## src/verilog/disk_pkg.sv

```systemverilog
package disk_pkg;

	// Error codes returned to the caller
	typedef enum logic [7:0] {
		ERR_NONE     = 8'd0,
		ERR_READONLY = 8'd1,
		ERR_RANGE    = 8'd5,
		ERR_NO_DISK  = 8'd6,
		ERR_BAD_ARGS = 8'd10
	} disk_err_e;

	typedef enum logic [1:0] {
		MNT_IDLE,
		MNT_REQ,
		MNT_XFER
	} mount_state_e;

	typedef struct packed {
		logic [7:0]  disk;
		logic [15:0] start_block;
		logic [15:0] length;      // negative means write
		logic [15:0] buf_addr;
	} disk_req_t;

	typedef struct packed {
		logic [15:0] start_block;
		logic [7:0]  blocks;
		logic        write;
		logic        bad_args;
		logic        bad_disk;
	} disk_parsed_t;

	// end_lba is exclusive, zero when nothing is mounted
	typedef struct packed {
		logic [31:0] start;
		logic [31:0] end_lba;
		logic        readonly;
		logic [2:0]  drive_mask;
	} disk_geom_t;

	typedef struct packed {
		disk_err_e   err;
		logic [31:0] lba;
		logic [7:0]  blocks;
		logic [2:0]  drive_mask;
		logic        write;
	} disk_resp_t;

	localparam logic [31:0] HDR_SIGNATURE  = "BKHD";
	localparam logic [7:0]  HDR_VERSION    = 8'd1;
	localparam int          FLOPPY_COUNT   = 2;
	localparam int          DISK_LIMIT     = 125;
	localparam int          SECTOR_WORDS   = 256;
	localparam int          HDR_ENTRY_BASE = 2;

endpackage

```

## src/verilog/disk_ctrl.sv

```systemverilog
`timescale 1ns/1ps

module disk_ctrl #(
	parameter int HDR_ENTRIES = 128
) (
	input  logic                 clk_sys,
	input  logic                 reset,
	input  disk_pkg::disk_req_t  req,
	input  logic                 req_valid,
	output logic                 req_ready,
	output disk_pkg::disk_resp_t resp,
	output logic                 resp_valid,
	input  logic                 resp_ready,
	output logic                 hdr_rd,
	input  logic                 sd_ack,
	input  logic [7:0]           sd_buff_addr,
	input  logic [15:0]          sd_buff_dout,
	input  logic                 sd_buff_wr,
	input  logic [2:0]           img_mounted,
	input  logic                 img_readonly,
	input  logic [31:0]          img_size
);

	logic                   req_fire;
	logic                   hdr_loading;
	disk_pkg::disk_parsed_t parsed;
	disk_pkg::disk_geom_t   geom;

	disk_request_parser u_parser (
		.clk_sys (clk_sys),
		.reset   (reset),
		.req     (req),
		.req_fire(req_fire),
		.parsed  (parsed)
	);

	disk_mount_table #(
		.HDR_ENTRIES(HDR_ENTRIES)
	) u_mount (
		.clk_sys     (clk_sys),
		.reset       (reset),
		.req_fire    (req_fire),
		.disk        (req.disk),
		.sd_ack      (sd_ack),
		.sd_buff_addr(sd_buff_addr),
		.sd_buff_dout(sd_buff_dout),
		.sd_buff_wr  (sd_buff_wr),
		.img_mounted (img_mounted),
		.img_readonly(img_readonly),
		.img_size    (img_size),
		.hdr_rd      (hdr_rd),
		.hdr_loading (hdr_loading),
		.geom        (geom)
	);

	disk_request_check u_check (
		.clk_sys    (clk_sys),
		.reset      (reset),
		.req_valid  (req_valid),
		.hdr_loading(hdr_loading),
		.parsed     (parsed),
		.geom       (geom),
		.resp_ready (resp_ready),
		.req_ready  (req_ready),
		.req_fire   (req_fire),
		.resp       (resp),
		.resp_valid (resp_valid)
	);

endmodule

```

## src/verilog/disk_mount_table.sv

```systemverilog
`timescale 1ns/1ps

module disk_mount_table #(
	parameter int HDR_ENTRIES = 128
) (
	input  logic                 clk_sys,
	input  logic                 reset,
	input  logic                 req_fire,
	input  logic [7:0]           disk,
	input  logic                 sd_ack,
	input  logic [7:0]           sd_buff_addr,
	input  logic [15:0]          sd_buff_dout,
	input  logic                 sd_buff_wr,
	input  logic [2:0]           img_mounted,
	input  logic                 img_readonly,
	input  logic [31:0]          img_size,
	output logic                 hdr_rd,
	output logic                 hdr_loading,
	output disk_pkg::disk_geom_t geom
);

	localparam int AW = $clog2(HDR_ENTRIES);

	disk_pkg::mount_state_e mnt_state;

	logic [2:0]    old_mounted;
	logic [2:0]    mount_rise;
	logic          hd_mounted;
	logic [31:0]   hdr_sig;
	logic [7:0]    hdr_ver;
	logic          hdr_wr;
	logic [31:0]   fd_size [disk_pkg::FLOPPY_COUNT];
	logic          fd_ro [disk_pkg::FLOPPY_COUNT];
	logic [AW-1:0] rd_addr;
	logic [31:0]   rd_data;
	logic          fetch_end;
	logic          fetch_done;
	logic          is_floppy;
	logic          fd_idx;
	logic [31:0]   part_start;

	assign mount_rise = img_mounted & ~old_mounted;
	assign hdr_loading = mnt_state != disk_pkg::MNT_IDLE;
	assign hdr_wr = hdr_loading && sd_ack && sd_buff_wr;

	always_ff @(posedge clk_sys) begin
		old_mounted <= img_mounted;
	end

	// Header load, hdr_rd drops once the host acknowledges
	always_ff @(posedge clk_sys) begin
		if (reset) begin
			mnt_state <= disk_pkg::MNT_IDLE;
			hdr_rd <= 1'b0;
			hd_mounted <= 1'b0;
		end else begin
			case (mnt_state)
				disk_pkg::MNT_IDLE: begin
					if (mount_rise[0]) begin
						hd_mounted <= 1'b0;
						hdr_rd <= 1'b1;
						mnt_state <= disk_pkg::MNT_REQ;
					end
				end
				disk_pkg::MNT_REQ: begin
					if (sd_ack) begin
						hdr_rd <= 1'b0;
						mnt_state <= disk_pkg::MNT_XFER;
					end
				end
				disk_pkg::MNT_XFER: begin
					if (!sd_ack) begin
						hd_mounted <= (hdr_sig == disk_pkg::HDR_SIGNATURE) &&
							(hdr_ver == disk_pkg::HDR_VERSION);
						mnt_state <= disk_pkg::MNT_IDLE;
					end
				end
				default: begin
					mnt_state <= disk_pkg::MNT_IDLE;
				end
			endcase
		end
	end

	// Signature words are stored big endian
	always_ff @(posedge clk_sys) begin
		if (hdr_wr) begin
			case (sd_buff_addr)
				8'd0: hdr_sig[31:16] <= {sd_buff_dout[7:0], sd_buff_dout[15:8]};
				8'd1: hdr_sig[15:0] <= {sd_buff_dout[7:0], sd_buff_dout[15:8]};
				8'd2: hdr_ver <= sd_buff_dout[7:0];
				default: ;
			endcase
		end
	end

	// Floppy images on mount bits 1 and 2
	always_ff @(posedge clk_sys) begin
		if (reset) begin
			for (int i = 0; i < disk_pkg::FLOPPY_COUNT; i++) begin
				fd_size[i] <= '0;
				fd_ro[i] <= 1'b0;
			end
		end else begin
			for (int i = 0; i < disk_pkg::FLOPPY_COUNT; i++) begin
				if (mount_rise[i + 1]) begin
					fd_size[i] <= img_size;
					fd_ro[i] <= img_readonly;
				end
			end
		end
	end

	sector_dpram #(
		.WORDS(HDR_ENTRIES),
		.WW   (16),
		.RW   (32)
	) u_hdr_ram (
		.clk_sys(clk_sys),
		.wr_en  (hdr_wr),
		.wr_addr(sd_buff_addr),
		.wr_data(sd_buff_dout),
		.rd_addr(rd_addr),
		.rd_data(rd_data)
	);

	always_ff @(posedge clk_sys) begin
		if (reset) begin
			fetch_end <= 1'b0;
			fetch_done <= 1'b0;
		end else begin
			fetch_end <= req_fire;
			fetch_done <= fetch_end;
		end
	end

	// Start entry addressed at accept, end entry one cycle later
	always_ff @(posedge clk_sys) begin
		if (req_fire) begin
			rd_addr <= AW'(disk) + AW'(disk_pkg::HDR_ENTRY_BASE);
			is_floppy <= disk < 8'(disk_pkg::FLOPPY_COUNT);
			fd_idx <= disk[0];
		end else if (fetch_end) begin
			rd_addr <= rd_addr + 1'b1;
		end
		if (fetch_done) begin
			part_start <= rd_data;
		end
	end

	always_comb begin
		if (is_floppy) begin
			geom.start = '0;
			geom.end_lba = fd_size[fd_idx];
			geom.readonly = fd_ro[fd_idx];
			geom.drive_mask = 3'b010 << fd_idx;
		end else begin
			geom.start = part_start;
			geom.end_lba = hd_mounted ? rd_data : '0;
			geom.readonly = 1'b0;
			geom.drive_mask = 3'b001;
		end
	end

	a_hdr_rd_from_idle: assert property (@(posedge clk_sys) disable iff (reset)
		$rose(hdr_rd) |-> $past(mnt_state) == disk_pkg::MNT_IDLE);

endmodule

```

## src/verilog/disk_request_check.sv

```systemverilog
`timescale 1ns/1ps

module disk_request_check (
	input  logic                   clk_sys,
	input  logic                   reset,
	input  logic                   req_valid,
	input  logic                   hdr_loading,
	input  disk_pkg::disk_parsed_t parsed,
	input  disk_pkg::disk_geom_t   geom,
	input  logic                   resp_ready,
	output logic                   req_ready,
	output logic                   req_fire,
	output disk_pkg::disk_resp_t   resp,
	output logic                   resp_valid
);

	typedef enum logic [2:0] {
		CHK_INIT,
		CHK_IDLE,
		CHK_START,
		CHK_END,
		CHK_EVAL,
		CHK_RESP
	} chk_state_e;

	chk_state_e         state;
	disk_pkg::disk_err_e err;
	logic [31:0]        lba;
	logic [32:0]        span_end;

	// Header RAM has one read port, so one request at a time
	assign req_ready = (state == CHK_IDLE) && !hdr_loading;
	assign req_fire = req_ready && req_valid;
	assign resp_valid = state == CHK_RESP;

	always_ff @(posedge clk_sys) begin
		if (reset) begin
			state <= CHK_INIT;
		end else begin
			case (state)
				CHK_INIT: state <= CHK_IDLE;
				CHK_IDLE: begin
					if (req_fire) begin
						state <= CHK_START;
					end
				end
				CHK_START: state <= CHK_END;
				CHK_END: state <= CHK_EVAL;
				CHK_EVAL: state <= CHK_RESP;
				CHK_RESP: begin
					if (resp_ready) begin
						state <= CHK_IDLE;
					end
				end
				default: state <= CHK_INIT;
			endcase
		end
	end

	always_comb begin
		lba = geom.start + 32'(parsed.start_block);
		span_end = {1'b0, lba} + 33'(parsed.blocks);

		// First matching rule wins
		if (parsed.bad_disk || geom.end_lba == '0) begin
			err = disk_pkg::ERR_NO_DISK;
		end else if (parsed.bad_args) begin
			err = disk_pkg::ERR_BAD_ARGS;
		end else if (span_end > {1'b0, geom.end_lba}) begin
			err = disk_pkg::ERR_RANGE;
		end else if (parsed.write && geom.readonly) begin
			err = disk_pkg::ERR_READONLY;
		end else begin
			err = disk_pkg::ERR_NONE;
		end
	end

	always_ff @(posedge clk_sys) begin
		if (state == CHK_EVAL) begin
			resp.err <= err;
			resp.lba <= lba;
			resp.blocks <= parsed.blocks;
			resp.drive_mask <= geom.drive_mask;
			resp.write <= parsed.write;
		end
	end

	a_resp_hold: assert property (@(posedge clk_sys) disable iff (reset)
		resp_valid && !resp_ready |=> resp_valid && $stable(resp));

	a_ready_excl: assert property (@(posedge clk_sys) disable iff (reset)
		!(req_ready && resp_valid));

endmodule

```

## src/verilog/disk_request_parser.sv

```systemverilog
`timescale 1ns/1ps

module disk_request_parser (
	input  logic                   clk_sys,
	input  logic                   reset,
	input  disk_pkg::disk_req_t    req,
	input  logic                   req_fire,
	output disk_pkg::disk_parsed_t parsed
);

	localparam int SECTOR_SHIFT = $clog2(disk_pkg::SECTOR_WORDS);

	logic [15:0]            words;
	logic [16:0]            words_up;
	disk_pkg::disk_parsed_t next_parsed;

	always_comb begin
		// Length is two's complement, negative for a write
		words = req.length[15] ? (~req.length + 16'd1) : req.length;
		words_up = {1'b0, words} + 17'(disk_pkg::SECTOR_WORDS - 1);

		next_parsed.start_block = req.start_block;
		next_parsed.blocks = 8'(words_up >> SECTOR_SHIFT);
		next_parsed.write = req.length[15];
		next_parsed.bad_args = (words == 16'd0) || req.buf_addr[0];
		next_parsed.bad_disk = req.disk >= 8'(disk_pkg::DISK_LIMIT);
	end

	always_ff @(posedge clk_sys) begin
		if (reset) begin
			parsed <= '0;
		end else if (req_fire) begin
			parsed <= next_parsed;
		end
	end

endmodule

```

## src/verilog/sector_dpram.sv

```systemverilog
`timescale 1ns/1ps

module sector_dpram #(
	parameter int WORDS = 128,
	parameter int WW    = 16,
	parameter int RW    = 32
) (
	input  logic                                clk_sys,
	input  logic                                wr_en,
	input  logic [$clog2(WORDS * RW / WW)-1:0]  wr_addr,
	input  logic [WW-1:0]                       wr_data,
	input  logic [$clog2(WORDS)-1:0]            rd_addr,
	output logic [RW-1:0]                       rd_data
);

	// Narrow writes per wide read word
	localparam int R = RW / WW;

	logic [R-1:0][WW-1:0] mem [WORDS];

	// Lower write address lands in the low half of the read word
	always_ff @(posedge clk_sys) begin
		if (wr_en) begin
			mem[wr_addr / R][wr_addr % R] <= wr_data;
		end
		rd_data <= mem[rd_addr];
	end

endmodule
```

## config.mk

```make
export PLATFORM = sky130hd
export DESIGN_NAME = disk_ctrl
export DESIGN_NICKNAME = d
export VERILOG_FILES = /design/src/verilog/disk_pkg.sv /design/src/verilog/disk_ctrl.sv /design/src/verilog/disk_mount_table.sv /design/src/verilog/disk_request_check.sv /design/src/verilog/disk_request_parser.sv /design/src/verilog/sector_dpram.sv
export SDC_FILE = /design/constraint.sdc
export NUM_CORES = 2
export LEC_CHECK = 0
export BUFFER_PORTS_ARGS = -buffer_cell sky130_fd_sc_hd__buf_4
export CAP_MARGIN = 20
export CORE_MARGIN = 3
export CORE_UTILIZATION = 25
export CTS_BUF_LIST = sky130_fd_sc_hd__clkbuf_8
export DETAILED_ROUTE_END_ITERATION = 16
export MAX_ROUTING_LAYER = met4
export PLACE_DENSITY = 0.41
export SLEW_MARGIN = 20
export SYNTH_ARGS = -nofsm -noshare
export SYNTH_HDL_FRONTEND = slang
export SYNTH_MEMORY_MAX_BITS = 65536
export SYNTH_SLANG_ARGS = --single-unit
```

## constraint.sdc

```tcl
create_clock -name clk_sys -period 5.73 [get_ports clk_sys]
set_clock_uncertainty 0.1 [all_clocks]
set_input_delay 1.146 -clock clk_sys [delete_from_list [all_inputs] [get_ports clk_sys]]
set_output_delay 1.146 -clock clk_sys [all_outputs]
set_load 0.01 [all_outputs]
```

==> flow_metrics.env <==
export IMPL_core_mm2=0.6734
export IMPL_max_vdd_ir_drop_v=0.0002612
export IMPL_antenna_found_initial=62
export IMPL_holdPathEnd="u_mount.u_hdr_ram.mem[42][3]$_DFFE_PP_"
export IMPL_synth_seq_cells=4363
export IMPL_synth_cell_type_count=84
export IMPL_cp_slowest_cell="or4_4"
export IMPL_wl_per_cell_um=28.20
export IMPL_die_h_um=829.0
export IMPL_place_area_mm2=0.1856
export IMPL_layout_commonest_cell="edfxtp_1"
export IMPL_final_fill_count=65460
export IMPL_synth_flop_cell="edfxtp_1"
export IMPL_die_area_mm2=0.6873
export IMPL_yosys_area_top_type_share=0.7609
export IMPL_r2r_end="u_check.resp[44]$_SDFFCE_PP0P_"
export IMPL_drc=0
export IMPL_area_growth_pct=18.22
export IMPL_critPathKind="register to register"
export IMPL_cts_root_buf="clkbuf_8"
export IMPL_cts_sinks=4363
export IMPL_layout_common_cells="4,291 x edfxtp_1, 1,329 x mux4_2, 774 x clkbuf_8"
export IMPL_reg2reg_depth=29
export IMPL_first_iter_violations=7860
export IMPL_status="complete, no violations"
export IMPL_grt_pass1_wl_mm=704.9
export IMPL_via_count=81790
export IMPL_p_leak_nw=62.58
export IMPL_cap_violations=0
export IMPL_powerDensity_mw_per_mm2=338.6
export IMPL_synth_top_cell_by_area="edfxtp_1"
export IMPL_synth_area_mm2=0.1693
export IMPL_r2r_setup_slack_ns=0.12
export IMPL_cpPeakStageDelay_ns=0.62
export IMPL_rsz0062_at_grt="yes"
export IMPL_fin_area_mm2=0.2002
export IMPL_postSynthCellCount=7329
export IMPL_async_flop_share=0
export IMPL_synth_avg_cell_area_um2=23.11
export IMPL_drive_gt1_frac=0.3570
export IMPL_r2r_start="u_mount.is_floppy$_DFFE_PP_"
export IMPL_cpMostUsedCell="buf_4"
export IMPL_clk_latency_ns=1.25
export IMPL_synth_area_top_cells="edfxtp_1 76%, mux4_2 18%, dfxtp_1 0.85%"
export IMPL_dp_hpwl_mm=305.4
export IMPL_slew_headroom=0.1983
export IMPL_fmax_mhz=178.2
export IMPL_drt_first_pass_iters=5
export IMPL_antenna_left=0
export IMPL_yosys_warnings=0
export IMPL_ys_seq_area_frac=0.7694
export IMPL_io_buffer_count=157
export IMPL_hold_viol_final=0
export IMPL_finalCritPeriodShare=0.9795
export IMPL_min_path_type="input pin to register"
export IMPL_gp_congestion=0.7934
export IMPL_viasPerCell=4.533
export IMPL_required_ns=6.62
export IMPL_min_period_ns=5.612
export IMPL_rows=301
export IMPL_cts_htree_levels=6
export IMPL_hold_path_depth=1
export IMPL_setup_viol=0
export IMPL_tightest_slew_ns=1.203
export IMPL_die_w_um=829.0
export IMPL_hp_start="sd_buff_dout[3]"
export IMPL_cts_buffers=754
export IMPL_critical_path_max_fanout=7
export IMPL_clk_pin_slew_ns=0.06
export IMPL_grt_use_total=0.1482
export IMPL_clockBufferDepth=4
export IMPL_cts_tree="done"
export IMPL_drt_total_wl_mm=508.8
export IMPL_grt_pass1_vias=86300
export IMPL_initial_core_util=0.2515
export IMPL_hold_slack_ns=0.1615
export IMPL_io_pins=177
export IMPL_globalRouteOverflowTotal=0
export IMPL_crit_arrival_ns=6.50
export IMPL_synth_edf_count=4291
export IMPL_report_final_slew_viol_count=0
export IMPL_end_kind="register"
export IMPL_fin_nets=8632
export IMPL_grt_max_degree=150
export IMPL_crit_path_start_kind="register"
## sequential cells by signal, summed over array words and instances, names as in the netlist, 2 cells and up, named ones only
register / cells
u_check.resp: 48
u_check.state: 3
u_mount.fd_ro: 2
u_mount.fd_size: 64
u_mount.hdr_sig: 32
u_mount.hdr_ver: 8
u_mount.mnt_state: 2
u_mount.old_mounted: 3
u_mount.part_start: 32
u_mount.rd_addr: 7
u_mount.u_hdr_ram.mem: 4096
u_mount.u_hdr_ram.rd_data: 32
u_parser.parsed: 27
## where the power goes
group          internal, mW  switching, mW  leakage, nW
combinational          2.50           3.73         15.3
sequential             35.2          0.152         39.3
clock                  13.2           13.0         7.98
## synth_stat cells (35+ instances only)
| library cell | instances |
|---|---|
| buf_1 | 47 |
| ha_1 | 59 |
| mux4_2 | 1329 |
| nand2_1 | 139 |
| edfxtp_1 | 4291 |
| clkbuf_1 | 230 |
| nor2_1 | 353 |
| a21oi_1 | 104 |
| nand3_1 | 38 |
| mux2_2 | 35 |
| mux2i_1 | 50 |
| xnor2_1 | 44 |
| buf_2 | 102 |
| nor2b_1 | 41 |
| dfxtp_1 | 72 |
| and2_1 | 39 |
| o21ai_0 | 48 |
## layout make-up
cell class,count,area [um2],area share
clock buffer,774,10650,0.05321
clock inverter,600,3084,0.01541
inverter,27,101.3,0.0005062
multi-input combinational,2558,38120,0.1904
tap,8938,11180,0.05586
sequential,4363,130300,0.6508
timing repair buffer,745,6664,0.03329
antenna,38,95.09,0.0004750
## worst max-delay path by stage
stage                     depth (start not counted)  slack [ns]                        endpoint                   startpoint
after floorplan                                  31        0.02  u_check.resp[44]$_SDFFCE_PP0P_  u_mount.is_floppy$_DFFE_PP_
after global placement                           29       -0.21  u_check.resp[44]$_SDFFCE_PP0P_  u_mount.is_floppy$_DFFE_PP_
after detailed placement                         23       -0.13  u_check.resp[44]$_SDFFCE_PP0P_  u_mount.is_floppy$_DFFE_PP_
after CTS                                        29       0.002  u_check.resp[44]$_SDFFCE_PP0P_  u_mount.is_floppy$_DFFE_PP_
after global routing                             29       -0.25  u_check.resp[44]$_SDFFCE_PP0P_  u_mount.is_floppy$_DFFE_PP_
final                                            29        0.12  u_check.resp[44]$_SDFFCE_PP0P_  u_mount.is_floppy$_DFFE_PP_
## stage by stage
step	total power, mW	std cells	util	TNS, ns	setup slack, ns
2_1_floorplan	39.24	7332	-	0	0.01533
3_3_place_gp	42.35	16580	0.2755	-0.4112	-0.2088
3_5_place_dp	42.40	16580	0.2756	-0.2512	-0.1326
4_1_cts	68.94	17990	0.2966	0	0.001994
5_1_grt	70.60	18030	0.2972	-0.4950	-0.2496
6_report	67.79	18040	0.2973	0	0.1176
## metal layers
layer | vias to the layer above | wire length (um) | part of all wire | GRT usage
met2 | 2530 | 242200 | 0.48 | 0.2336
met3 | 669 | 26400 | 0.052 | 0.02345
met1 | 44950 | 230100 | 0.45 | 0.2043
li1 | 33650 | - | - | -
met4 | 0 | 10180 | 0.020 | 0.02972
met5 | - | 0 | 0 | -
## worst max-delay path, delay by kind of cell (launching register included)
kind	cells	cell delay, ns
flops	1	0.39
fa+ha+maj	3	0.72
buf+inv	6	0.80
compound gates	12	1.85
xor+xnor	2	0.27
simple gates	6	1.18
## logic make-up after synthesis
| logic type | after synthesis | share of synthesized area |
|---|---|---|
| adders and majority gates | 61 | 0.004596 |
| DFF | 4363 | 0.7694 |
| and+or+nand+nor | 761 | 0.02115 |
| xor gates and xnor gates | 63 | 0.003258 |
| buffers and inverters | 411 | 0.009996 |
| muxes | 1414 | 0.1820 |
| AOI/OAI and AO/OA | 255 | 0.009553 |
| other | 1 | 0.00002214 |
## repair_timing
item | 4_1_cts | 5_1_grt
buffers inserted | 0 | 10
pin swaps | 0 | 17
endpoints found under the setup margin | 2 | 2
hold endpoints to repair | 55 | 0
resized for setup | 6 | 52
hold buffers | 40 | 0
(Power assumes the default switching activity.)
